**config.mk**
```make
export PLATFORM = sky130hd
export DESIGN_NAME = wb_decoder
export DESIGN_NICKNAME = d
export VERILOG_FILES = /design/src/wb_pkg.sv /design/src/soc_pkg.sv /design/src/wb_decoder.sv
export SDC_FILE = /design/constraint.sdc
export NUM_CORES = 1
export LEC_CHECK = 0
export BUFFER_PORTS_ARGS = -buffer_cell sky130_fd_sc_hd__clkbuf_2
export CAP_MARGIN = 15
export CORE_MARGIN = 5
export CORE_UTILIZATION = 25
export CTS_BUF_LIST = sky130_fd_sc_hd__clkbuf_4
export DETAILED_ROUTE_END_ITERATION = 10
export PLACE_DENSITY = 0.83
export SLEW_MARGIN = 10
export SYNTH_ARGS = -nofsm -noshare
export SYNTH_HDL_FRONTEND = slang
export SYNTH_SLANG_ARGS = --single-unit
```
**constraint.sdc**
```tcl
create_clock -name clk_i -period 2.8 [get_ports clk_i]
set_clock_uncertainty 0.15 [all_clocks]
set_input_delay 0.28 -clock clk_i [delete_from_list [all_inputs] [get_ports clk_i]]
set_output_delay 0.28 -clock clk_i [all_outputs]
set_load 0.02 [all_outputs]
```
**src/wb_pkg.sv**
```systemverilog
// ------------------------------------------------------------------------
// Wishbone classic bus widths and the vector types used on every port
// of the memory fabric. Referenced by scoped name, never imported.
// ------------------------------------------------------------------------

package wb_pkg;

  localparam int unsigned AddrWidth = 32;
  localparam int unsigned DataWidth = 32;

  // One select bit per byte lane
  localparam int unsigned SelWidth = DataWidth / 8;

  // Address bits below the word boundary
  localparam int unsigned ByteOffset = $clog2(SelWidth);

  typedef logic [AddrWidth-1:0] adr_t;
  typedef logic [DataWidth-1:0] dat_t;
  typedef logic [SelWidth-1:0]  sel_t;

endpackage

```
**src/soc_pkg.sv**
```systemverilog
// ------------------------------------------------------------------------
// SoC address map, region encoding, memory sizes, interruptor register
// offsets and the post-reset debug window. Shared by the RTL and the
// testbench through scoped names.
// ------------------------------------------------------------------------

package soc_pkg;

  // Address map
  localparam wb_pkg::adr_t RomBase     = 32'h0000_1000;
  localparam int unsigned  RomWords    = 16;
  localparam wb_pkg::adr_t RomLength   = wb_pkg::adr_t'(RomWords * wb_pkg::SelWidth);
  localparam int unsigned  RomIdxWidth = $clog2(RomWords);

  localparam wb_pkg::adr_t SramBase     = 32'h8000_0000;
  localparam int unsigned  SramWords    = 256;
  localparam wb_pkg::adr_t SramLength   = wb_pkg::adr_t'(SramWords * wb_pkg::SelWidth);
  localparam int unsigned  SramIdxWidth = $clog2(SramWords);

  localparam wb_pkg::adr_t ClintBase   = 32'h0200_0000;
  localparam wb_pkg::adr_t ClintLength = 32'h0001_0000;

  typedef enum logic [1:0] {
    REGION_NONE,
    REGION_ROM,
    REGION_SRAM,
    REGION_CLINT
  } region_e;

  // Interruptor offsets from ClintBase
  localparam wb_pkg::adr_t MsipOffset       = 32'h0000;
  localparam wb_pkg::adr_t MtimecmpLoOffset = 32'h4000;
  localparam wb_pkg::adr_t MtimecmpHiOffset = 32'h4004;
  localparam wb_pkg::adr_t MtimeLoOffset    = 32'hBFF8;
  localparam wb_pkg::adr_t MtimeHiOffset    = 32'hBFFC;

  // Upper half of every boot word
  localparam logic [15:0] RomTag = 16'hB007;

  localparam int unsigned DebugDelayCycles = 500;
  localparam int unsigned DebugCntWidth    = $clog2(DebugDelayCycles + 1);

  typedef logic [63:0] mtime_t;

endpackage

```
**src/wb_decoder.sv**
```systemverilog
// ------------------------------------------------------------------------
// Address decoder for the external Wishbone bus. Steers each cycle to
// the boot ROM, the SRAM or the interruptor, returns the selected
// slave's response and answers unmapped addresses with err itself.
// ------------------------------------------------------------------------

`timescale 1ns/100ps

module wb_decoder (
  input  logic         clk_i,
  input  logic         rst_ni,
  input  logic         cyc_i,
  input  logic         stb_i,
  input  wb_pkg::adr_t adr_i,
  output logic         rom_stb_o,
  output logic         sram_stb_o,
  output logic         clint_stb_o,
  input  wb_pkg::dat_t rom_dat_i,
  input  wb_pkg::dat_t sram_dat_i,
  input  wb_pkg::dat_t clint_dat_i,
  input  logic         rom_ack_i,
  input  logic         rom_err_i,
  input  logic         sram_ack_i,
  input  logic         clint_ack_i,
  output wb_pkg::dat_t dat_o,
  output logic         ack_o,
  output logic         err_o
);

  soc_pkg::region_e region;
  wb_pkg::adr_t     rom_off;
  wb_pkg::adr_t     sram_off;
  wb_pkg::adr_t     clint_off;
  logic             req;
  logic             none_stb;
  logic             err_q;
  logic             hold_q;

  assign req = cyc_i & stb_i;

  // Offsets wrap below the base, so one compare per region suffices
  assign rom_off   = adr_i - soc_pkg::RomBase;
  assign sram_off  = adr_i - soc_pkg::SramBase;
  assign clint_off = adr_i - soc_pkg::ClintBase;

  always_comb begin
    if (rom_off < soc_pkg::RomLength) begin
      region = soc_pkg::REGION_ROM;
    end else if (sram_off < soc_pkg::SramLength) begin
      region = soc_pkg::REGION_SRAM;
    end else if (clint_off < soc_pkg::ClintLength) begin
      region = soc_pkg::REGION_CLINT;
    end else begin
      region = soc_pkg::REGION_NONE;
    end
  end

  assign rom_stb_o   = req & (region == soc_pkg::REGION_ROM);
  assign sram_stb_o  = req & (region == soc_pkg::REGION_SRAM);
  assign clint_stb_o = req & (region == soc_pkg::REGION_CLINT);
  assign none_stb    = req & (region == soc_pkg::REGION_NONE);

  // ------------------------------------------------------------------------
  // Local err for unmapped cycles, one pulse per strobe
  // ------------------------------------------------------------------------
  always_ff @(posedge clk_i or negedge rst_ni) begin : p_err
    if (!rst_ni) begin
      err_q  <= 1'b0;
      hold_q <= 1'b0;
    end else begin
      err_q  <= none_stb & ~err_q & ~hold_q;
      hold_q <= none_stb & (err_q | hold_q);
    end
  end

  always_comb begin : p_resp_mux
    dat_o = '0;
    ack_o = 1'b0;
    err_o = 1'b0;
    case (region)
      soc_pkg::REGION_ROM: begin
        dat_o = rom_dat_i;
        ack_o = rom_ack_i;
        err_o = rom_err_i;
      end
      soc_pkg::REGION_SRAM: begin
        dat_o = sram_dat_i;
        ack_o = sram_ack_i;
      end
      soc_pkg::REGION_CLINT: begin
        dat_o = clint_dat_i;
        ack_o = clint_ack_i;
      end
      default: err_o = err_q;
    endcase
  end

  // Only one source answers in any cycle
  a_one_slave: assert property (@(posedge clk_i) disable iff (!rst_ni)
    $onehot0({rom_ack_i | rom_err_i, sram_ack_i, clint_ack_i, err_q}));

endmodule

```
==> qor.txt, run 1 <==
post-synthesis xor/xnor area fraction = 1.06%
layout cell share with drive strength beyond 1 = 64.6%
Clock Path Buffers = 2
CP top delay family = simple AND/OR/NAND/NOR gates
Post-Place Cell Area = 1710 um2
clock power share = 31.4%
Net Sw Frac = 28.1%
startpoint types = input port
count leader, synth = inv_1
leakage = 1.25 nW
initial DRC count = 139
layout net count = 419
die area = 4540 um2
setup bufs post-CTS = 0
Yosys top cell area share = 40.1%
first-pass GRT wire length = 7130 um
fmax = 410 MHz
Die Ht = 67.4 um
Compound-Gate Fraction of Synth Area = 45.6%
fraction of the mapped netlist area in simple logic gates = 22.0%
Post-synth EDFFs = 0
Synth Area in Adders = 1.52%
number of remaining DRC errors = 0
Async S/R FF share, synth = 100%
clock buffer count from CTS = 3
RSZ-0062 raised after global routing = false
# clock sinks = 2
Hold Fails Final Rpt = 0
yosys warns = 0
antenna cells = 0
ys flop type = dfrtp_1
Post-Place Worst Slack = 353 ps
Slew headroom = 76.7%
Gate Count Post-Synth = 113
register-to-register setup slack = 1990 ps
Worst setup EP type = output port
Post-synth top cells = inv_1 (36), a222oi_1 (33), nand2_1 (5), nor3_1 (5), nor4_1 (5)
GRT overflow = 0
Die X = 67.4 um
I/O Pins = 173
critical path, cell by cell = clkbuf_2 -> or4_1 -> a2111oi_4 -> buf_4 -> nand2_1 -> o41ai_1 -> clkbuf_2
Core Region = 3100 um2
VDD IR-drop max = 0.0000725 V
hpwl dp = 3930 um
Final period util = 87.0%
PortBufs = 166
Comb pwr share = 53.5%
endpoints failing setup = 0
Finished Cell Area = 1740 um2
Avg WL per Cell = 13.8 um
crit path DAT = 2010 ps
maximum fanout along the worst path = 21
setup TNS = 0 ps
Root Driver = clkbuf_4
H-tree depth = 1
switching pwr = 58.7 uW
Seq/Total Area, Yosys = 6.08%
setup slack after layout = 363 ps
initial antenna violation count = 0
CP bufs+invs = 3
worst endpoint required time = 2370 ps
Net Count, Synth = 250
Power Internal = 150 uW
Avg Cell Area, Syn = 7.29 um2
outcome = finished clean
slowest stage delay, CP = 650 ps
Netlist cell types = 23
sequential share of power = 15.0%
Tightest Pin Transition = 346 ps
vias in the first global route = 1788
highest-delay cell along the critical path = or4_1
Worst Hold Class = in2async
drt total wl = 4480 um
most frequent CP cell = clkbuf_2
FF+latch count, synth = 2
top cells by area, synth = a222oi_1 (40%), inv_1 (16%), dfrtp_1 (6.1%)
gpl congestion = 0.801
Clock Latency Late Sink = 230 ps
TritonCTS clock tree = yes
pin count of the biggest net entering global routing = 22
Max Slew Vio Count = 0
drt pass-1 iters = 7
Initial Util = 26.5%
clock-pin slew of the registers on the worst-case setup and hold paths = 30 ps
mux cell area share after synthesis = 0%
Synth area leader = a222oi_1
DR vias/cell = 5.14
row count = 20
kind of critical path = in2out
GRT Total Usage = 19.7%
ANT nets after route = 0
Synth Cell Area = 823 um2
DR vias = 1664
min cycle time layout = 2440 ps
Max Cap Violations = 0
Area Growth Syn to Fin = 111%
largest family of logic cells by synthesized area = compound AO/OA/AOI/OAI gates
PwrDens = 120 nW/um2
-- what timing repair did --
| action | CTS | global route |
|---|---|---|
| gates resized for setup | 0 | 0 |
| hold endpoints to repair | 2 | 0 |
| hold buffers | 1 | 0 |
-- layout by cell type, fill, tap and decap left out --
master and n:
clkbuf_2 166, and3_1 1, dfrtp_1 2, clkbuf_4 3, nor4_4 1, nand3b_1 1, nand4_2 1, nand2_1 5
ha_1 1, inv_1 36, nor3_1 4, nor4_1 5, a222oi_1 33, or4_1 3, a31o_2 1, a2111oi_4 1
dlygate4sd3_1 1, nor3_2 1, nand4_1 1, nor3_4 1, o41ai_1 1, nand4b_1 1, xnor2_1 1, nor2_1 3
buf_4 6
-- layout make-up --
class | count | area [um2]
fill | 330 | 1370
timing repair buffer | 173 | 886
multi-input combinational | 66 | 589
inverter | 36 | 135
tap | 44 | 55.1
sequential | 2 | 50.0
clock buffer | 3 | 22.5
-- per-layer routing --
layer	share of wire (%)	global-route usage, %
met2	52	39.1
met5	0	0
met3	13	5.49
met4	0.87	5.06
met1	34	19.7
-- registers in the layout, indices dropped and copies added, names as in the netlist --
name,flops
hold_q,1
err_q,1
-- power groups by stage --
stage / logic (mW) / clock network [mW] / registers, mW
6_report: 0.112 / 0.0657 / 0.0314
4_1_cts: 0.112 / 0.0693 / 0.0314
3_5_place_dp: 0.111 / 0 / 0.0317
5_1_grt: 0.126 / 0.0715 / 0.0317
2_1_floorplan: 0.0155 / 0 / 0.0314
3_3_place_gp: 0.107 / 0 / 0.0316
-- logic make-up after synthesis --
group,after synthesis
buf+inv,45
flops,2
xor+xnor,1
fa+ha+maj,1
simple gates,28
compound gates,36
-- path summary, 6_finish.rpt --
check	start	end	depth (start not counted)
setup / recovery	adr_i[28]	err_o	7
hold / removal	rst_ni	err_q	2
setup reg to reg	err_q	err_q	1
hold reg to reg	hold_q	err_q	1
max in group asynchronous	rst_ni	hold_q	2
min in group clk_i	stb_i	hold_q	4
-- through the flow --
step	std cells	util [%]	power, mW	hold slack, ps
CTS	324	56.0	0.213	228
floorplan	113	-	0.0469	-166
global route	324	56.0	0.229	219
global placement	320	55.0	0.139	-83.8
finish	324	56.0	0.209	226
detailed placement	320	55.0	0.142	-82.8
Note: power is estimated with default switching activity, not from simulation.
==> run 2, diff against run 1 <==
==> constraint.sdc (replaced) <==
create_clock -name clk_i -period 2.8 [get_ports clk_i]
set_clock_uncertainty 0.15 [all_clocks]
set_input_delay 0.84 -clock clk_i [delete_from_list [all_inputs] [get_ports clk_i]]
set_output_delay 0.84 -clock clk_i [all_outputs]
set_load 0.02 [all_outputs]
==> run 2 against run 1 <==
Power rose by 9.3%; critical path depth unchanged; sequential share of layout area is 0.71 points lower; global-route usage grew 1.2 points; setup slack worse by 1100 ps; the flow now finishes with violations (negative setup slack); highest routed layer unchanged.
==> qor.txt, run 2 (same netlist as run 1, synthesis figures left out) <==
TritonCTS clock tree = yes (unchanged)
PwrDens = 99.1 nW/um2 (was 120 nW/um2)
largest registers = err_q (1), hold_q (1) (unchanged)
vias in the first global route = 1784 (was 1788)
leakage = 1.45 nW (was 1.25 nW)
power consumption = 228 uW (was 209 uW)
critical path, cell by cell = clkbuf_2 -> or4_1 -> a2111oi_4 -> buf_6 -> a222oi_1 -> inv_1 -> clkbuf_8 (was clkbuf_2 -> or4_1 -> a2111oi_4 -> buf_4 -> nand2_1 -> o41ai_1 -> clkbuf_2)
Area Growth Syn to Fin = 180% (was 111%)
Core Region = 3100 um2 (unchanged)
Cells after DPL = 330 (was 320)
number of remaining DRC errors = 0 (unchanged)
Die X = 67.4 um (unchanged)
layout cell share with drive strength beyond 1 = 70.1% (was 64.6%)
Max Slew Vio Count = 0 (unchanged)
PortBufs = 166 (unchanged)
Final period util = 125% (was 87.0%)
startpoint types = input port (unchanged)
min cycle time layout = 3500 ps (was 2440 ps)
DR vias/cell = 5.23 (was 5.14)
fmax = 286 MHz (was 410 MHz)
hpwl dp = 4130 um (was 3930 um)
Worst Hold Class = in2async (unchanged)
Worst setup EP type = output port (unchanged)
Post-Place Cell Area = 1830 um2 (was 1710 um2)
Root Driver = clkbuf_4 (unchanged)
final hold slack = 242 ps (was 226 ps)
# clock sinks = 2 (unchanged)
clock buffer count from CTS = 3 (unchanged)
initial DRC count = 225 (was 139)
crit path DAT = 2510 ps (was 2010 ps)
row count = 20 (unchanged)
drt total wl = 5510 um (was 4480 um)
commonest non-fill, non-tap cells in the layout = clkbuf_2 (127), inv_1 (34), a222oi_1 (33) (was clkbuf_2 (166), inv_1 (36), a222oi_1 (33))
antenna cells = 0 (unchanged)
most common cell after layout, fill and taps aside = clkbuf_2 (unchanged)
highest-delay cell along the critical path = or4_1 (unchanged)
initial antenna violation count = 0 (unchanged)
setup slack after layout = -702 ps (was 363 ps)
Tightest Pin Transition = 396 ps (was 346 ps)
Clock Latency Late Sink = 230 ps (about the same)
gpl congestion = 0.727 (was 0.801)
Avg WL per Cell = 16.3 um (was 13.8 um)
DR vias = 1767 (was 1664)
Clock Path Buffers = 2 (unchanged)
Post-Place Worst Slack = -789 ps (was 353 ps)
clock-pin slew of the registers on the worst-case setup and hold paths = 30 ps (about the same)
H-tree depth = 1 (unchanged)
Die Ht = 67.4 um (unchanged)
failing checks = negative setup slack
Max Cap Violations = 0 (unchanged)
outcome = finished with violations (was finished clean)
Finished Cell Area = 2300 um2 (was 1740 um2)
Slew headroom = 73.3% (was 76.7%)
kind of critical path = in2out (unchanged)
layout net count = 433 (was 419)
first-pass GRT wire length = 7480 um (was 7130 um)
worst endpoint required time = 1810 ps (was 2370 ps)
endpoints failing setup = 37 (was 0)
pin count of the biggest net entering global routing = 23 (was 22)
Hold Fails Final Rpt = 0 (unchanged)
VDD IR-drop max = 0.0000858 V (was 0.0000725 V)
Finished Layout Cells = 338 (was 324)
Initial Util = 26.5% (unchanged)
maximum fanout along the worst path = 15 (was 21)
drt pass-1 iters = 9 (was 7)
ANT nets after route = 0 (unchanged)
GRT Total Usage = 20.9% (was 19.7%)
GRT overflow = 0 (unchanged)
die area = 4540 um2 (unchanged)
slowest stage delay, CP = 660 ps (was 650 ps)
I/O Pins = 173 (unchanged)
RSZ-0062 raised after global routing = true (was false)
## run 2: critical path: cells and delay by family
| kind | cells | cell delay (ps) |
|---|---|---|
| AND/OR/NAND/NOR | 1 | 660 |
| AO/OA/AOI/OAI | 2 | 460 |
| buffers and inverters | 4 | 540 |
## run 2: path summary, 6_finish.rpt
| path | from | end | slack (ps) | cells past startpoint |
|---|---|---|---|---|
| max | adr_i[28] | dat_o[9] | -700 | 7 |
| max reg2reg | err_q | hold_q | 1980 | 2 |
| max in group asynchronous | rst_ni | err_q | 2160 | 1 |
| min | rst_ni | hold_q | 240 | 1 |
| min in group clk_i | hold_q | err_q | 280 | 1 |
| min reg2reg | hold_q | err_q | 280 | 1 |
## run 2: layout make-up
type | count | area, um2
clock buffer | 3 | 22.5
tap | 44 | 55.1
sequential | 2 | 50.0
multi-input combinational | 66 | 654
fill | 233 | 801
timing repair buffer | 187 | 1380
inverter | 36 | 138
## run 2: timing repair
action,CTS,global route
cloned,0,2
pin swaps,1,2
hold endpoints to repair,0,0
buffers inserted,0,3
hold buffers,0,0
setup endpoints to repair,37,37
gates resized for setup,72,29
## run 2: stage by stage
stage	util, %	TNS (ps)
2_1_floorplan	-	-20260
3_3_place_gp	59.0	-25350
3_5_place_dp	59.0	-26250
4_1_cts	69.8	-23860
5_1_grt	74.2	-27290
6_report	74.2	-24390
## run 2: power breakdown
part	total, mW	internal, mW	switching [mW]
registers	0.0316	0.0305	0.00113
clock network	0.0643	0.0473	0.0169
logic	0.132	0.0837	0.0487
total	0.228	0.161	0.0667
## run 2: per-layer routing
metal	track usage [%]	part of all wire, %	wire [um]
met3	5.66	9.3	512
met1	22.9	33	1820
met5	0	0	0
met4	4.30	1.9	102
met2	39.8	56	3080
==> run 3, diff against run 2 <==
Settings changed: SETUP_SLACK_MARGIN set to 0.5.
==> run 3 against run 2 <==
The run still ends with negative setup slack left; final cell count down 1.2%; die area unchanged; register-to-register slack got worse by 20 ps; critical path depth increased by 2; global-route usage barely moved; non-clock buffer count decreased by 4; sequential power is essentially flat; power down 3.2%; core utilization is 4.6 points lower; combinational power fell by 4%; largest cell class unchanged; largest power group unchanged; highest routed layer unchanged.
==> qor.txt, run 3 (same netlist as run 1, synthesis figures left out) <==
PwrDens = 102 nW/um2 (was 99.1 nW/um2)
hpwl dp = 4030 um (was 4130 um)
Util after Layout = 69.6% (was 74.2%)
drt total wl = 5270 um (was 5510 um)
Die X = 67.4 um (unchanged)
antenna cells = 0 (unchanged)
Core Region = 3100 um2 (unchanged)
vias in the first global route = 1813 (was 1784)
Tightest Pin Transition = 390 ps (was 396 ps)
Reg-to-Reg Start = err_q (unchanged)
number of remaining DRC errors = 0 (unchanged)
Worst setup EP type = output port (unchanged)
Max Slew Vio Count = 0 (unchanged)
Avg WL per Cell = 15.8 um (was 16.3 um)
failing checks = negative setup slack (unchanged)
Max Cap Violations = 0 (unchanged)
kind of critical path = in2out (unchanged)
clock buffer count from CTS = 3 (unchanged)
worst endpoint required time = 1810 ps (about the same)
gpl congestion = 0.743 (was 0.727)
cell depth of the worst flop-to-flop path = 2 (unchanged)
GRT overflow = 0 (unchanged)
Clock Latency Late Sink = 220 ps (was 230 ps)
Clock Path Buffers = 2 (unchanged)
reg2reg end = hold_q (unchanged)
Die Ht = 67.4 um (unchanged)
die area = 4540 um2 (unchanged)
first-pass GRT wire length = 7400 um (was 7480 um)
register-to-register setup slack = 1960 ps (was 1980 ps)
min cycle time layout = 3530 ps (was 3500 ps)
Area Growth Syn to Fin = 162% (was 180%)
GRT Total Usage = 20.9% (about the same)
H-tree depth = 1 (unchanged)
initial antenna violation count = 0 (unchanged)
Worst Hold Class = in2async (unchanged)
row count = 20 (unchanged)
startpoint types = input port (unchanged)
maximum fanout along the worst path = 11 (was 15)
Final period util = 126% (was 125%)
layout net count = 429 (was 433)
TritonCTS clock tree = yes (unchanged)
largest registers = err_q (1), hold_q (1) (unchanged)
pin count of the biggest net entering global routing = 36 (was 23)
ANT nets after route = 0 (unchanged)
Slew headroom = 73.8% (was 73.3%)
drt pass-1 iters = 8 (was 9)
DR vias = 1767 (unchanged)
VDD IR-drop max = 0.0000763 V (was 0.0000858 V)
commonest non-fill, non-tap cells in the layout = clkbuf_2 (128), inv_1 (36), a222oi_1 (33) (was clkbuf_2 (127), inv_1 (34), a222oi_1 (33))
endpoints failing setup = 37 (unchanged)
fmax = 284 MHz (was 286 MHz)
leakage = 1.41 nW (was 1.45 nW)
Hold Fails Final Rpt = 0 (unchanged)
post-cts hold buffer count = 0 (unchanged)
final hold slack = 248 ps (was 242 ps)
outcome = finished with violations (unchanged)
layout cell share with drive strength beyond 1 = 69.3% (was 70.1%)
Setup crit start = adr_i[19] (was adr_i[28])
DR vias/cell = 5.29 (was 5.23)
setup slack after layout = -727 ps (was -702 ps)
RSZ-0062 raised after global routing = true (unchanged)
# clock sinks = 2 (unchanged)
Root Driver = clkbuf_4 (unchanged)
most common cell after layout, fill and taps aside = clkbuf_2 (unchanged)
Initial Util = 26.5% (unchanged)
crit path DAT = 2540 ps (was 2510 ps)
setup TNS = -24430 ps (was -24390 ps)
power consumption = 221 uW (was 228 uW)
I/O Pins = 173 (unchanged)
clock-pin slew of the registers on the worst-case setup and hold paths = 30 ps (about the same)
Critical Path End = dat_o[30] (was dat_o[9])
PortBufs = 166 (unchanged)
initial DRC count = 190 (was 225)
==> run 3: changes by cell type in the layout (fill, tap and decap cells not counted), sizes merged <==
| cell | before | now |
|---|---|---|
| buf | 32 | 24 |
| clkbuf | 158 | 162 |
==> run 3: how the worst min path moves through the flow <==
stage | startpoint | endpoint | depth (start not counted)
2_1_floorplan | hold_q | err_q | 1
3_3_place_gp | hold_q | err_q | 1
3_5_place_dp | hold_q | err_q | 1
4_1_cts | rst_ni | hold_q | 1
5_1_grt | rst_ni | hold_q | 1
6_report | rst_ni | err_q | 1
==> run 3: power breakdown <==
group	total, mW	internal, mW	switching, mW
clock	0.0626	0.0472	0.0154
combinational	0.127	0.0802	0.0464
sequential	0.0316	0.0305	0.00110
total	0.221	0.158	0.0629
==> run 3: timing repair <==
item,in CTS,in global routing
endpoints found under the setup margin,39,39
setup buffers,1,1
pin swaps,5,8
resized for setup,60,19
cloned,2,1
==> run 3: final cells by class <==
class                      count  area (um2)
clock buffer                   3        22.5
tap                           44        55.1
sequential                     2        50.0
timing repair buffer         183        1240
fill                         282         943
multi-input combinational     66         659
inverter                      36         135
==> run 3: metal layers <==
metal	global-route usage (%)	vias up	part of all wire, %
met5	0	-	0
met4	8.86	0	1.9
met3	5.16	6	12
met2	41.1	128	54
met1	20.4	805	32
li1	-	828	-
==> run 3: per-stage QoR <==
| stage | worst slack, ps | instances | area (um2) |
|---|---|---|---|
| finish | -727 | 334 | 2160 |
| global route | -849 | 334 | 2160 |
| CTS | -704 | 332 | 2070 |
| detailed placement | -808 | 326 | 1810 |
| global placement | -760 | 326 | 1810 |
| floorplan | -583 | 113 | 871 |
==> run 3: worst max-delay path: stages <==
cell       delay (ps)
buf_6             100
nor4_4            370
nand4_2           200
a2111oi_4         360
buf_6             180
buf_6             150
a222oi_1           90
inv_1              80
clkbuf_4          170
