File: config.mk
export PLATFORM = sky130hd
export DESIGN_NAME = clint_regs
export DESIGN_NICKNAME = d
export VERILOG_FILES = /design/src/wb_pkg.sv /design/src/soc_pkg.sv /design/src/clint_regs.sv
export SDC_FILE = /design/constraint.sdc
export NUM_CORES = 1
export LEC_CHECK = 0
export BUFFER_PORTS_ARGS = -buffer_cell sky130_fd_sc_hd__buf_2
export CAP_MARGIN = 20
export CELL_PAD_IN_SITES_DETAIL_PLACEMENT = 0
export CELL_PAD_IN_SITES_GLOBAL_PLACEMENT = 1
export CORE_MARGIN = 1.5
export CORE_UTILIZATION = 39
export CTS_CLUSTER_SIZE = 12
export DETAILED_ROUTE_END_ITERATION = 7
export PLACE_DENSITY_LB_ADDON = 0.08
export SYNTH_ARGS = -nofsm -noshare
export SYNTH_HDL_FRONTEND = slang
export SYNTH_SLANG_ARGS = --single-unit
File: constraint.sdc
create_clock -name clk_i -period 4.9 [get_ports clk_i]
set_clock_uncertainty 0.15 [all_clocks]
set_input_delay 0.49 -clock clk_i [delete_from_list [all_inputs] [get_ports clk_i]]
set_output_delay 0.49 -clock clk_i [all_outputs]
set_load 0.05 [all_outputs]
File: src/wb_pkg.sv
// ------------------------------------------------------------------------
// Wishbone classic bus widths and the vector types used on every port
// of the memory fabric. Referenced by scoped name, never imported.
// ------------------------------------------------------------------------

package wb_pkg;

  localparam int unsigned AddrWidth = 32;
  localparam int unsigned DataWidth = 32;

  // One select bit per byte lane
  localparam int unsigned SelWidth = DataWidth / 8;

  // Address bits below the word boundary
  localparam int unsigned ByteOffset = $clog2(SelWidth);

  typedef logic [AddrWidth-1:0] adr_t;
  typedef logic [DataWidth-1:0] dat_t;
  typedef logic [SelWidth-1:0]  sel_t;

endpackage

File: src/soc_pkg.sv
// ------------------------------------------------------------------------
// SoC address map, region encoding, memory sizes, interruptor register
// offsets and the post-reset debug window. Shared by the RTL and the
// testbench through scoped names.
// ------------------------------------------------------------------------

package soc_pkg;

  // Address map
  localparam wb_pkg::adr_t RomBase     = 32'h0000_1000;
  localparam int unsigned  RomWords    = 16;
  localparam wb_pkg::adr_t RomLength   = wb_pkg::adr_t'(RomWords * wb_pkg::SelWidth);
  localparam int unsigned  RomIdxWidth = $clog2(RomWords);

  localparam wb_pkg::adr_t SramBase     = 32'h8000_0000;
  localparam int unsigned  SramWords    = 256;
  localparam wb_pkg::adr_t SramLength   = wb_pkg::adr_t'(SramWords * wb_pkg::SelWidth);
  localparam int unsigned  SramIdxWidth = $clog2(SramWords);

  localparam wb_pkg::adr_t ClintBase   = 32'h0200_0000;
  localparam wb_pkg::adr_t ClintLength = 32'h0001_0000;

  typedef enum logic [1:0] {
    REGION_NONE,
    REGION_ROM,
    REGION_SRAM,
    REGION_CLINT
  } region_e;

  // Interruptor offsets from ClintBase
  localparam wb_pkg::adr_t MsipOffset       = 32'h0000;
  localparam wb_pkg::adr_t MtimecmpLoOffset = 32'h4000;
  localparam wb_pkg::adr_t MtimecmpHiOffset = 32'h4004;
  localparam wb_pkg::adr_t MtimeLoOffset    = 32'hBFF8;
  localparam wb_pkg::adr_t MtimeHiOffset    = 32'hBFFC;

  // Upper half of every boot word
  localparam logic [15:0] RomTag = 16'hB007;

  localparam int unsigned DebugDelayCycles = 500;
  localparam int unsigned DebugCntWidth    = $clog2(DebugDelayCycles + 1);

  typedef logic [63:0] mtime_t;

endpackage

File: src/clint_regs.sv
// ------------------------------------------------------------------------
// Bus side of the core-local interruptor: msip and the 64-bit compare
// value, plus readback of the time counter kept in the timer block.
// ------------------------------------------------------------------------

`timescale 1ns/100ps

module clint_regs (
  input  logic            clk_i,
  input  logic            rst_ni,
  input  logic            stb_i,
  input  logic            we_i,
  input  wb_pkg::adr_t    adr_i,
  input  wb_pkg::dat_t    dat_i,
  output wb_pkg::dat_t    dat_o,
  output logic            ack_o,
  output logic            ipi_o,
  output soc_pkg::mtime_t mtimecmp_o,
  input  soc_pkg::mtime_t mtime_i
);

  wb_pkg::adr_t    offset;
  logic            fire;
  logic            ack_q;
  logic            hold_q;
  logic            msip_q;
  soc_pkg::mtime_t mtimecmp_q;
  wb_pkg::dat_t    rdata_d;
  wb_pkg::dat_t    rdata_q;

  assign offset = adr_i - soc_pkg::ClintBase;
  assign fire   = stb_i & ~ack_q & ~hold_q;

  // Writes to mtime and unknown offsets fall through and are only acked
  always_ff @(posedge clk_i or negedge rst_ni) begin : p_regs
    if (!rst_ni) begin
      ack_q      <= 1'b0;
      hold_q     <= 1'b0;
      msip_q     <= 1'b0;
      mtimecmp_q <= '1;
    end else begin
      ack_q  <= fire;
      hold_q <= stb_i & (hold_q | ack_q);
      if (fire && we_i) begin
        case (offset)
          soc_pkg::MsipOffset:       msip_q            <= dat_i[0];
          soc_pkg::MtimecmpLoOffset: mtimecmp_q[31:0]  <= dat_i;
          soc_pkg::MtimecmpHiOffset: mtimecmp_q[63:32] <= dat_i;
          default: ;
        endcase
      end
    end
  end

  always_comb begin : p_rdata_mux
    case (offset)
      soc_pkg::MsipOffset:       rdata_d = wb_pkg::dat_t'(msip_q);
      soc_pkg::MtimecmpLoOffset: rdata_d = mtimecmp_q[31:0];
      soc_pkg::MtimecmpHiOffset: rdata_d = mtimecmp_q[63:32];
      soc_pkg::MtimeLoOffset:    rdata_d = mtime_i[31:0];
      soc_pkg::MtimeHiOffset:    rdata_d = mtime_i[63:32];
      default:                   rdata_d = '0;
    endcase
  end

  always_ff @(posedge clk_i) begin : p_rdata
    if (fire && !we_i) begin
      rdata_q <= rdata_d;
    end
  end

  assign dat_o      = rdata_q;
  assign ack_o      = ack_q;
  assign ipi_o      = msip_q;
  assign mtimecmp_o = mtimecmp_q;

endmodule

==> results of run 1 <==
-- layer usage --
layer	routed length (um)	up-vias
li1	-	1768
met1	5790	1855
met2	6430	135
met3	857	17
met4	242	0
met5	0	-
-- cell usage after synthesis (2+ instances only) --
library cell / count / area [um2]
and2_1: 6 / 37.5
buf_1: 2 / 7.51
buf_2: 5 / 25.0
buf_6: 3 / 33.8
clkbuf_1: 13 / 48.8
dfrtp_1: 3 / 75.1
dfstp_2: 64 / 1680
edfxtp_1: 32 / 961
inv_1: 2 / 7.51
mux2_1: 35 / 394
mux2_4: 30 / 450
mux2i_1: 62 / 621
nand2_1: 4 / 15.0
nand3_1: 3 / 15.0
nand4_1: 4 / 25.0
nor2_1: 28 / 105
nor3_1: 4 / 20.0
nor3b_1: 2 / 15.0
nor4_2: 2 / 25.0
nor4b_1: 2 / 17.5
o22a_1: 25 / 219
o22ai_1: 6 / 37.5
-- power by group through the flow --
stage / logic (mW) / registers (mW) / clock network [mW]
final: 0.170 / 0.869 / 0.780
after global routing: 0.185 / 0.870 / 0.829
after CTS: 0.170 / 0.869 / 0.804
after detailed placement: 0.170 / 0.884 / 0
after global placement: 0.167 / 0.883 / 0
after floorplan: 0.0461 / 0.916 / 0
-- worst register-to-register path: stages (launching register included) --
cell,delay (ps)
dfrtp_1,400
nor3b_1,520
nand3_1,140
nor2_1,130
nand2_2,570
mux2_1,570
-- worst paths after layout --
path | slack, ps | start | depth (start not counted) | to
worst max register to register | 2360 | ack_o | 5 | mtimecmp_o[52]
min in group clk_i | 220 | dat_i[1] | 2 | mtimecmp_o[33]
worst max-delay path | 1820 | adr_i[9] | 6 | mtimecmp_o[52]
worst min register to register | 340 | hold_q | 1 | hold_q
worst min-delay path | 170 | rst_ni | 2 | ack_o
max in group asynchronous | 3840 | rst_ni | 2 | ipi_o
-- per-stage QoR --
step | area, um2 | total power [mW] | utilization
global route | 6660 | 1.88 | 0.532
global placement | 6270 | 1.05 | 0.501
CTS | 6640 | 1.84 | 0.530
finish | 6660 | 1.82 | 0.532
floorplan | 4980 | 0.962 | -
detailed placement | 6290 | 1.05 | 0.503
-- flip-flops by register name, summed over array words and instances, names as in the netlist --
register,flops
mtimecmp_o,64
hold_q,1
dat_o,32
ack_o,1
ipi_o,1
-- final cells by class --
type	instances	area (um2)
Inverter	2	7.51
Timing Repair Buffer	236	1230
Clock inverter	2	17.5
Clock buffer	14	328
Fill cell	1170	5860
Tap cell	172	215
Multi-Input combinational cell	229	2150
Sequential cell	99	2720
-- cell usage in the layout (no fill, tap or decap), drive strengths merged --
cell    netlist  layout
nand2         5       5
a211oi        1       1
a32oi         1       1
nand3         3       3
xnor2         1       1
nor3          4       4
nor2         29      29
nor3b         2       2
buf          10     236
clkinv        0       1
nor4b         3       3
mux2         66      66
and2          6       6
edfxtp       32      32
clkbuf       13      14
ha            1       1
or3           1       1
dfstp        64      64
mux2i        62      62
or2           1       1
a221oi        1       1
and4b         1       1
nor2b         1       1
o22a         25      25
and4bb        1       1
inv           2       3
o21a          1       1
o22ai         6       6
nor4          3       3
dfrtp         3       3
nand4         4       4
-- kinds of logic (layout without fill, tap and decap cells) --
group / after synthesis / after routing
muxes: 128 / 128
adders and majority gates: 1 / 1
xor gates and xnor gates: 1 / 1
DFF: 99 / 99
AOI/OAI and AO/OA: 35 / 35
buffers and inverters: 25 / 254
and+or+nand+nor: 64 / 64
==> Implementation_results.wiki, run 1 <==
{| class="wikitable"
! Metric !! Value
|-
| Sum of buffers and inverters on the critical path || 1
|-
| Net count after synthesis || 486
|-
| Vias per std cell || 5.01
|-
| Slowest cell delay on critical path || 770 ps
|-
| Internal Dissipation || 1.40 mW
|-
| CP delay by family, top || simple AND/OR/NAND/NOR gates
|-
| Synth warnings || 0
|-
| Die outline width || 116 um
|-
| Clock input transition at the sequential cells of the worst setup and hold paths || 70 ps
|-
| Top Ports || 230
|-
| Total number of clock tree sinks || 99
|-
| GRT Total Usage || 0.199
|-
| Maximum Capacitance Violations || 0
|-
| Highest-utilization routing layer at the global route stage || met2
|-
| Data arrival time of the worst path || 3200 ps
|-
| Net count of the finished layout || 710
|-
| Buffers inserted during post-CTS setup optimization || 0
|-
| Portion of the clock cycle consumed by the worst path in the final layout || 0.628
|-
| Number of buffers created by CTS || 9
|-
| H-tree level count || 3
|-
| CP required || 5020 ps
|-
| Worst setup path class || input port to flip-flop
|-
| Net switching power || 416 uW
|-
| Per-cell routed wire length || 17.7 um
|-
| Die Outline Area || 13400 um2
|-
| Post-route setup slack || 1820 ps
|-
| Synth async-reset ratio || 0.677
|-
| Clock tree buffer depth || 2
|-
| Die extent in y || 116 um
|-
| Fraction of final layout cells with drive strength greater than 1 || 0.608
|-
| Slew at the pin with the worst max-slew slack || 929 ps
|-
| Flops & latches, synth || 99
|-
| Met1 usage || 0.253
|-
| Synth cell types || 38
|-
| Antenna violations before repair || 0
|-
| Average size of a mapped cell || 14.1 um2
|-
| Count of inserted antenna diode cells || 0
|-
| Post-synthesis simple-gate area fraction || 0.0704
|-
| Residual DRC || 0
|-
| Clk Latency, worst-skew pair || 340 ps
|-
| Dominant synthesized flop cell || dfstp_2
|-
| CP Cell Sequence || buf_2, nor4_2, nand4_1, nor2_1, nand2_2, mux2_1
|-
| Proportion of power drawn by flip-flops and latches || 0.478
|-
| Clock tree from TritonCTS || done
|-
| DR pass1 iterations || 6
|-
| Share of synthesized area occupied by flip-flops and latches || 0.546
|-
| Total wirelength of the detailed-routed design || 13300 um
|-
| Hold crit path type || input port to async pin
|-
| Minimum clock period after layout || 3080 ps
|-
| Starting DRC count in detailed routing || 155
|-
| Leakage dissipation || 3.24 nW
|-
| Synth Area in Adders || 0.00251
|-
| Std-Cell Core Area || 12500 um2
|-
| Nature of the critical path startpoint || input port
|-
| PD cells || 273 nW/um2
|-
| Total global routing overflow || 0
|-
| Final estimated routing congestion in global placement || 0.767
|-
| Port buffer count || 229
|-
| Net switching fraction of the power || 0.229
|-
| Critical Path Slowest Stage Cell || nand4_1
|-
| Synthesized instance count || 353
|-
| Total via count after detailed routing || 3775
|-
| Share of the synthesized area in compound gates (AO/OA/AOI/OAI) || 0.0581
|-
| Area overhead of the layout relative to synthesis || 33.8%
|-
| Met3 capacity usage during global routing || 0.0471
|-
| Kind of capture point of the worst setup path || flip-flop
|-
| Clock network fraction of design power || 0.429
|-
| Detail Placement HPWL || 9180 um
|-
| Xor/xnor cell area share of the yosys netlist || 0.00176
|-
| CTS root buf || clkbuf_16
|-
| Crit path max fanout || 32
|-
| Number of global-route vias before repair || 3830
|-
| Setup TNS after final layout || 0 ps
|-
| Result of the run || finished, final reports clean
|-
| Post-layout instance count excluding filler cells || 754
|-
| Final Hold Fails || 0
|-
| Routed Antenna Nets || 0
|-
| Share of synthesized area spent on multiplexers || 0.297
|-
| Number of hold buffers added after CTS || 0
|-
| Achievable Freq || 325 MHz
|-
| Final count of negative-setup-slack endpoints || 0
|-
| CTS-repair resized insts || 0
|-
| Relative contribution of combinational cells to total power || 0.093
|-
| Placed instance count || 737
|-
| Initial core utilization || 0.398
|-
| Worst ir drop on vdd || 0.134 mV
|-
| EDFF count, synth || 32
|-
| Maximum number of pins on one net before global-route repair || 68
|-
| Wire length of the first global-routing pass || 20000 um
|-
| GR met2 Demand/Resource || 0.328
|-
| Number of rows created at floorplan || 41
|-
| Setup WS pre-CTS || 1410 ps
|-
| Slew margin rel. || 0.378
|-
| Unrepaired setup endpoints after global routing || no
|-
| Final count of pins violating max slew || 0
|-
| Largest family of logic cells by synthesized area || multiplexers
|-
| Worst hold slack after final layout || 166 ps
|-
| Netlist area before placement || 4980 um2
|}
No activity file was read; power rests on OpenSTA's default activity.
==> run 2, diff against run 1 <==
--- a/config.mk
+++ b/config.mk
@@ -10,7 +10,7 @@
 export CELL_PAD_IN_SITES_DETAIL_PLACEMENT = 0
 export CELL_PAD_IN_SITES_GLOBAL_PLACEMENT = 1
 export CORE_MARGIN = 1.5
-export CORE_UTILIZATION = 39
+export CORE_UTILIZATION = 36
 export CTS_CLUSTER_SIZE = 12
 export DETAILED_ROUTE_END_ITERATION = 7
 export PLACE_DENSITY_LB_ADDON = 0.08
==> constraint.sdc (replaced) <==
create_clock -name clk_i -period 3.06 [get_ports clk_i]
set_clock_uncertainty 0.15 [all_clocks]
set_input_delay 0.306 -clock clk_i [delete_from_list [all_inputs] [get_ports clk_i]]
set_output_delay 0.306 -clock clk_i [all_outputs]
set_load 0.05 [all_outputs]
==> run 2 against run 1 <==
Via count fell by 0.93%; power rose by 55%; core utilization fell by 3.2 points; hold slack got worse by 120 ps; clock power rose by 46%; non-clock buffer count rose by 4; final area rose by 0.32%; register-to-register slack got worse by 1500 ps; routed wire length rose by 2.6%; sequential cell count did not move; die area rose by 8.1%; critical path type is now flip-flop to flip-flop; critical endpoint is now mtimecmp_o[44]; highest routed layer unchanged.
==> Implementation_results.wiki, run 2 (same netlist as run 1, synthesis figures left out) <==
{| class="wikitable"
! Metric !! Value
|-
| Result of the run || finished, final reports clean (unchanged)
|-
| Critical Path Slowest Stage Cell || nor3b_1 (was nand4_1)
|-
| Number of global-route vias before repair || 3881 (was 3830)
|-
| Kind of capture point of the worst setup path || flip-flop (unchanged)
|-
| CTS-repair resized insts || 0 (unchanged)
|-
| Final Hold Fails || 0 (unchanged)
|-
| Sum of routed wire segments on met1 || 5880 um (was 5790 um)
|-
| Wire length of the first global-routing pass || 21000 um (was 20000 um)
|-
| Detail Placement HPWL || 9760 um (was 9180 um)
|-
| Highest layer used for signal routing || met4 (unchanged)
|-
| Setup TNS after final layout || 0 ps (unchanged)
|-
| Sum of buffers and inverters on the critical path || 1 (unchanged)
|-
| Hold crit path type || input port to flip-flop (was input port to async pin)
|-
| Maximum Capacitance Violations || 0 (unchanged)
|-
| Total wirelength of the detailed-routed design || 13700 um (was 13300 um)
|-
| CP required || 3170 ps (was 5020 ps)
|-
| Fraction of final layout cells with drive strength greater than 1 || 0.603 (was 0.608)
|-
| Clock tree buffer depth || 2 (unchanged)
|-
| H-tree level count || 3 (unchanged)
|-
| Net count of the finished layout || 714 (was 710)
|-
| Commonest cells after routing, fill and taps aside || buf_2, dfstp_2, mux2i_1 (unchanged)
|-
| Std-Cell Core Area || 13300 um2 (was 12500 um2)
|-
| Number of rows created at floorplan || 42 (was 41)
|-
| Post-route setup slack || 846 ps (was 1820 ps)
|-
| Total number of clock tree sinks || 99 (unchanged)
|-
| Commonest non-fill, non-tap cell in the layout || buf_2 (unchanged)
|-
| Vias per std cell || 4.91 (was 5.01)
|-
| Total global routing overflow || 0 (unchanged)
|-
| Area overhead of the layout relative to synthesis || 34.2% (was 33.8%)
|-
| Total via count after detailed routing || 3740 (was 3775)
|-
| Routed length on met3 || 1040 um (was 857 um)
|-
| Portion of the clock cycle consumed by the worst path in the final layout || 0.723
|-
| Slew margin rel. || 0.424 (was 0.378)
|-
| Initial core utilization || 0.373 (was 0.398)
|-
| CTS root buf || clkbuf_16 (unchanged)
|-
| Slew at the pin with the worst max-slew slack || 864 ps (was 929 ps)
|-
| Final count of negative-setup-slack endpoints || 0 (unchanged)
|-
| # fillers || 1257 (was 1170)
|-
| Die outline width || 121 um (was 116 um)
|-
| DR pass1 iterations || 4 (was 6)
|-
| Starting DRC count in detailed routing || 107 (was 155)
|-
| PD cells || 421 nW/um2 (was 273 nW/um2)
|-
| Post-place instance area || 6360 um2 (was 6290 um2)
|-
| Nature of the critical path startpoint || flip-flop (was input port)
|-
| Minimum clock period after layout || 2210 ps
|-
| Maximum number of pins on one net before global-route repair || 36 (was 68)
|-
| Die extent in y || 121 um (was 116 um)
|-
| Clock tree from TritonCTS || done (unchanged)
|-
| Final count of pins violating max slew || 0 (unchanged)
|-
| Count of inserted antenna diode cells || 0 (unchanged)
|-
| Setup WS pre-CTS || 562 ps (was 1410 ps)
|-
| Crit path max fanout || 25 (was 32)
|-
| Die Outline Area || 14500 um2 (was 13400 um2)
|-
| Clk Latency, worst-skew pair || 340 ps (about the same)
|-
| Per-cell routed wire length || 18.0 um (was 17.7 um)
|-
| Top Ports || 230 (unchanged)
|-
| Achievable Freq || 452 MHz
|-
| Clock input transition at the sequential cells of the worst setup and hold paths || 60 ps (was 70 ps)
|-
| CP delay by family, top || simple AND/OR/NAND/NOR gates (unchanged)
|-
| Flip-flop count of the largest register, all copies and words added || 64 (unchanged)
|-
| Detailed route wirelength on metal2 || 6590 um (was 6430 um)
|-
| Buffers inserted during post-CTS setup optimization || 0 (unchanged)
|-
| Number of buffers created by CTS || 9 (unchanged)
|-
| Data arrival time of the worst path || 2330 ps (was 3200 ps)
|-
| Port buffer count || 229 (unchanged)
|-
| Design area || 6680 um2 (was 6660 um2)
|-
| Unrepaired setup endpoints after global routing || no (unchanged)
|-
| Leakage dissipation || 3.25 nW (was 3.24 nW)
|-
| Antenna violations before repair || 0 (unchanged)
|-
| Routed Antenna Nets || 0 (unchanged)
|-
| Worst ir drop on vdd || 0.217 mV (was 0.134 mV)
|-
| GRT Total Usage || 0.189 (was 0.199)
|-
| Final estimated routing congestion in global placement || 0.764 (was 0.767)
|-
| Residual DRC || 0 (unchanged)
|-
| Slowest cell delay on critical path || 470 ps (was 770 ps)
|-
| CP Cell Sequence || nor3b_1, nand3_1, nor2_1, nand2_2, buf_4, mux2_1 (was buf_2, nor4_2, nand4_1, nor2_1, nand2_2, mux2_1)
|-
| Worst setup path class || flip-flop to flip-flop (was input port to flip-flop)
|}
## run 2: cell count changes in the layout (fill, tap and decap cells not counted), sizes merged
cell and delta:
bufinv +1, buf +3, clkbuf -1, inv -1, dlygate4sd3 +1
## run 2: through the flow
| step | power (mW) | hold WS (ps) | instances | utilization |
|---|---|---|---|---|
| after floorplan | 1.54 | -140 | 353 | - |
| after global placement | 1.70 | 312 | 744 | 0.476 |
| after detailed placement | 1.70 | 320 | 744 | 0.476 |
| after CTS | 2.86 | 28.2 | 760 | 0.499 |
| after global routing | 2.93 | 37.4 | 761 | 0.500 |
| final | 2.81 | 42.8 | 761 | 0.500 |
## run 2: metal layers
layer  GRT usage  vias up
li1            -     1779
met1       0.238     1809
met3      0.0519       11
met5           0        -
met2       0.319      141
met4      0.0551        0
## run 2: final timing paths
check,startpoint,to,slack (ps),depth (start not counted)
setup reg to reg,ack_o,mtimecmp_o[44],850,6
max in group asynchronous,rst_ni,mtimecmp_o[46],1530,3
setup / recovery,ack_o,mtimecmp_o[44],850,6
hold reg to reg,hold_q,hold_q,330,1
hold / removal,dat_i[19],mtimecmp_o[51],40,2
min in group asynchronous,rst_ni,hold_q,470,2
## run 2: final cells by class
type / count / area (um2) / share of cell area
Clock buffer: 13 / 262 / 0.0391
Inverter: 2 / 7.51 / 0.00112
Timing Repair Buffer: 240 / 1290 / 0.193
Multi-Input combinational cell: 229 / 2150 / 0.321
Clock inverter: 2 / 35.0 / 0.00524
Sequential cell: 99 / 2720 / 0.407
Tap cell: 176 / 220 / 0.0330
## run 2: repair_timing
action,4_1_cts,5_1_grt
setup endpoints to repair,0,0
hold endpoints to repair,2,0
hold buffers,1,0
## run 2: worst register-to-register path, stage by stage, from the launching register on
cell and delay [ps]:
dfrtp_1 400, nor3b_1 470, nand3_1 140, nor2_1 130, nand2_2 180, buf_4 320, mux2_1 370
## run 2: power breakdown
part           internal (mW)  switching, mW  leakage, nW  total, mW
sequential              1.39        0.00495         1.01       1.39
clock                  0.679          0.458        0.145       1.14
combinational          0.115          0.167         2.09      0.282
total                   2.18          0.630         3.25       2.81
==> run 3, diff against run 2 <==
==> constraint.sdc (replaced) <==
create_clock -name clk_i -period 2.29 [get_ports clk_i]
set_clock_uncertainty 0.15 [all_clocks]
set_input_delay 0.229 -clock clk_i [delete_from_list [all_inputs] [get_ports clk_i]]
set_output_delay 0.229 -clock clk_i [all_outputs]
set_load 0.05 [all_outputs]
==> run 3 against run 2 <==
Global-route usage is 0.71 points higher; first-iteration DRC count is 21% higher; core utilization is 3.0 points higher.
==> Implementation_results.wiki, run 3 (same netlist as run 1, synthesis figures left out) <==
{| class="wikitable"
! Metric !! Value
|-
| Routed Antenna Nets || 0 (unchanged)
|-
| Total wirelength of the detailed-routed design || 14100 um (was 13700 um)
|-
| Antenna violations before repair || 0 (unchanged)
|-
| Count of inserted antenna diode cells || 0 (unchanged)
|-
| Total global routing overflow || 0 (unchanged)
|-
| DR pass1 iterations || 4 (unchanged)
|-
| Commonest non-fill, non-tap cell in the layout || buf_2 (unchanged)
|-
| Placed instance count || 749 (was 744)
|-
| CP required || 2410 ps (was 3170 ps)
|-
| Relative contribution of combinational cells to total power || 0.112 (was 0.100)
|-
| Unrepaired setup endpoints after global routing || no (unchanged)
|-
| Fraction of the core area covered by cells at the end of the flow || 0.530 (was 0.500)
|-
| Slowest cell delay on critical path || 540 ps (was 470 ps)
|-
| Detail Placement HPWL || 9690 um (was 9760 um)
|-
| Data arrival time of the worst path || 2100 ps (was 2330 ps)
|-
| Crit path max fanout || 26 (was 25)
|-
| Setup WS pre-CTS || 140 ps (was 562 ps)
|-
| Wire length of the first global-routing pass || 21800 um (was 21000 um)
|-
| Top Ports || 230 (unchanged)
|-
| GRT Total Usage || 0.196 (was 0.189)
|-
| Reg-to-Reg End || mtimecmp_o[31] (was mtimecmp_o[44])
|-
| Nature of the critical path startpoint || input port (was flip-flop)
|-
| Clk Latency, worst-skew pair || 350 ps (was 340 ps)
|-
| Proportion of power drawn by flip-flops and latches || 0.487 (was 0.495)
|-
| Vias per std cell || 4.88 (was 4.91)
|-
| Starting DRC count in detailed routing || 129 (was 107)
|-
| Leakage dissipation || 3.43 nW (was 3.25 nW)
|-
| CP Cell Sequence || dlygate4sd3_1, buf_2, nor3b_1, buf_4, and4bb_1, nand2_2, buf_12, mux2_1 (was nor3b_1, nand3_1, nor2_1, nand2_2, buf_4, mux2_1)
|-
| Reg2Reg Setup Slack || 430 ps (was 850 ps)
|-
| Post-layout instance count excluding filler cells || 799 (was 761)
|-
| Worst hold slack after final layout || 198 ps (was 42.8 ps)
|-
| Slew margin rel. || 0.597 (was 0.424)
|-
| Residual DRC || 0 (unchanged)
|-
| Clock network fraction of design power || 0.401 (was 0.404)
|-
| Hold crit path type || input port to flip-flop (unchanged)
|-
| Flip-flop count of the largest register, all copies and words added || 64 (unchanged)
|-
| Final estimated routing congestion in global placement || 0.798 (was 0.764)
|-
| Std-Cell Core Area || 13300 um2 (unchanged)
|-
| Post-place instance area || 6430 um2 (was 6360 um2)
|-
| Initial core utilization || 0.373 (unchanged)
|-
| Clock tree buffer depth || 2 (unchanged)
|-
| Maximum Capacitance Violations || 0 (unchanged)
|-
| Portion of the clock cycle consumed by the worst path in the final layout || 0.864
|-
| # fillers || 1207 (was 1257)
|-
| Final count of pins violating max slew || 0 (unchanged)
|-
| Result of the run || finished, final reports clean (unchanged)
|-
| Net switching fraction of the power || 0.242 (was 0.224)
|-
| Per-cell routed wire length || 17.6 um (was 18.0 um)
|-
| Port buffer count || 229 (unchanged)
|-
| Die extent in y || 121 um (unchanged)
|-
| CP delay by family, top || buffers and inverters (was simple AND/OR/NAND/NOR gates)
|-
| Total power after layout || 3.82 mW (was 2.81 mW)
|-
| Start point of the worst hold path || adr_i[14] (was dat_i[19])
|-
| Post-route setup slack || 312 ps (was 846 ps)
|-
| Final count of negative-setup-slack endpoints || 0 (unchanged)
|-
| Number of rows created at floorplan || 42 (unchanged)
|-
| Critical Path Slowest Stage Cell || dlygate4sd3_1 (was nor3b_1)
|-
| Maximum number of pins on one net before global-route repair || 45 (was 36)
|-
| Internal Dissipation || 2.89 mW (was 2.18 mW)
|-
| Kind of capture point of the worst setup path || flip-flop (unchanged)
|-
| Sum of buffers and inverters on the critical path || 4 (was 1)
|-
| Achievable Freq || 506 MHz
|-
| Worst ir drop on vdd || 0.308 mV (was 0.217 mV)
|-
| Worst hold path depth || 4 (was 2)
|-
| Reg-to-reg critical path startpoint || ack_o (unchanged)
|-
| Total number of clock tree sinks || 99 (unchanged)
|-
| Commonest cells after routing, fill and taps aside || buf_2, dfstp_2, mux2i_1 (unchanged)
|-
| CTS-repair resized insts || 0 (unchanged)
|-
| Die Outline Area || 14500 um2 (unchanged)
|-
| Design area || 7080 um2 (was 6680 um2)
|-
| Sequential standard cell area || 2720 um2 (unchanged)
|-
| Area overhead of the layout relative to synthesis || 42.2% (was 34.2%)
|-
| Clock tree from TritonCTS || done (unchanged)
|-
| Worst setup path class || input port to flip-flop (was flip-flop to flip-flop)
|-
| Fraction of final layout cells with drive strength greater than 1 || 0.579 (was 0.603)
|-
| Setup TNS after final layout || 0 ps (unchanged)
|-
| Minimum clock period after layout || 1980 ps
|-
| WHS Endpoint || ipi_o (was mtimecmp_o[51])
|-
| CTS root buf || clkbuf_16 (unchanged)
|-
| Slew at the pin with the worst max-slew slack || 604 ps (was 864 ps)
|-
| Number of cells on the worst reg-to-reg path || 6 (unchanged)
|-
| Final Hold Fails || 0 (unchanged)
|-
| Clock input transition at the sequential cells of the worst setup and hold paths || 70 ps (was 60 ps)
|-
| Combined area of the multi-input logic cells || 2150 um2 (unchanged)
|-
| Die outline width || 121 um (unchanged)
|-
| Net count of the finished layout || 751 (was 714)
|-
| Total via count after detailed routing || 3899 (was 3740)
|-
| Net switching power || 923 uW (was 630 uW)
|-
| PD cells || 539 nW/um2 (was 421 nW/um2)
|-
| H-tree level count || 3 (unchanged)
|-
| Number of buffers created by CTS || 9 (unchanged)
|-
| Number of global-route vias before repair || 4086 (was 3881)
|}
[run 3: routing by layer]
layer / wire [um] / vias to the layer above / GRT usage / share of wire
met3: 1040 / 16 / 0.0453 / 0.074
met4: 269 / 0 / 0.0787 / 0.019
met1: 6030 / 1880 / 0.246 / 0.43
met5: 0 / - / 0 / 0
li1: - / 1854 / - / -
met2: 6740 / 149 / 0.327 / 0.48
[run 3: power groups by stage]
stage	Sequential, mW	Combinational [mW]	Clock [mW]
after floorplan	1.96	0.100	0
after global placement	1.89	0.380	0
after detailed placement	1.89	0.384	0
after CTS	1.86	0.431	1.59
after global routing	1.86	0.460	1.64
final	1.86	0.426	1.53
[run 3: worst min-delay path, cell delays in order]
cell and delay [ps]:
buf_2 130, nor3b_1 60, nand4_1 100, mux2_1 130
[run 3: final cells by class]
class / count / area share
clock inverter: 5 / 0.00548
sequential: 99 / 0.384
multi-input combinational: 229 / 0.303
tap: 176 / 0.0311
timing repair buffer: 277 / 0.238
clock buffer: 11 / 0.0373
inverter: 2 / 0.00106
[run 3: how the worst max path moves through the flow]
stage / cells after the start / slack, ps / endpoint / startpoint
3_3_place_gp: 7 / 240 / mtimecmp_o[31] / adr_i[9]
4_1_cts: 8 / 320 / mtimecmp_o[31] / stb_i
3_5_place_dp: 7 / 140 / mtimecmp_o[31] / adr_i[13]
5_1_grt: 9 / 210 / mtimecmp_o[47] / stb_i
6_report: 8 / 310 / mtimecmp_o[31] / stb_i
2_1_floorplan: 2 / 130 / dat_o[0] / ack_o
[run 3: repair_timing]
action,in CTS,in global routing
hold buffers,34,0
endpoints found under the hold margin,69,0
setup buffers,0,0
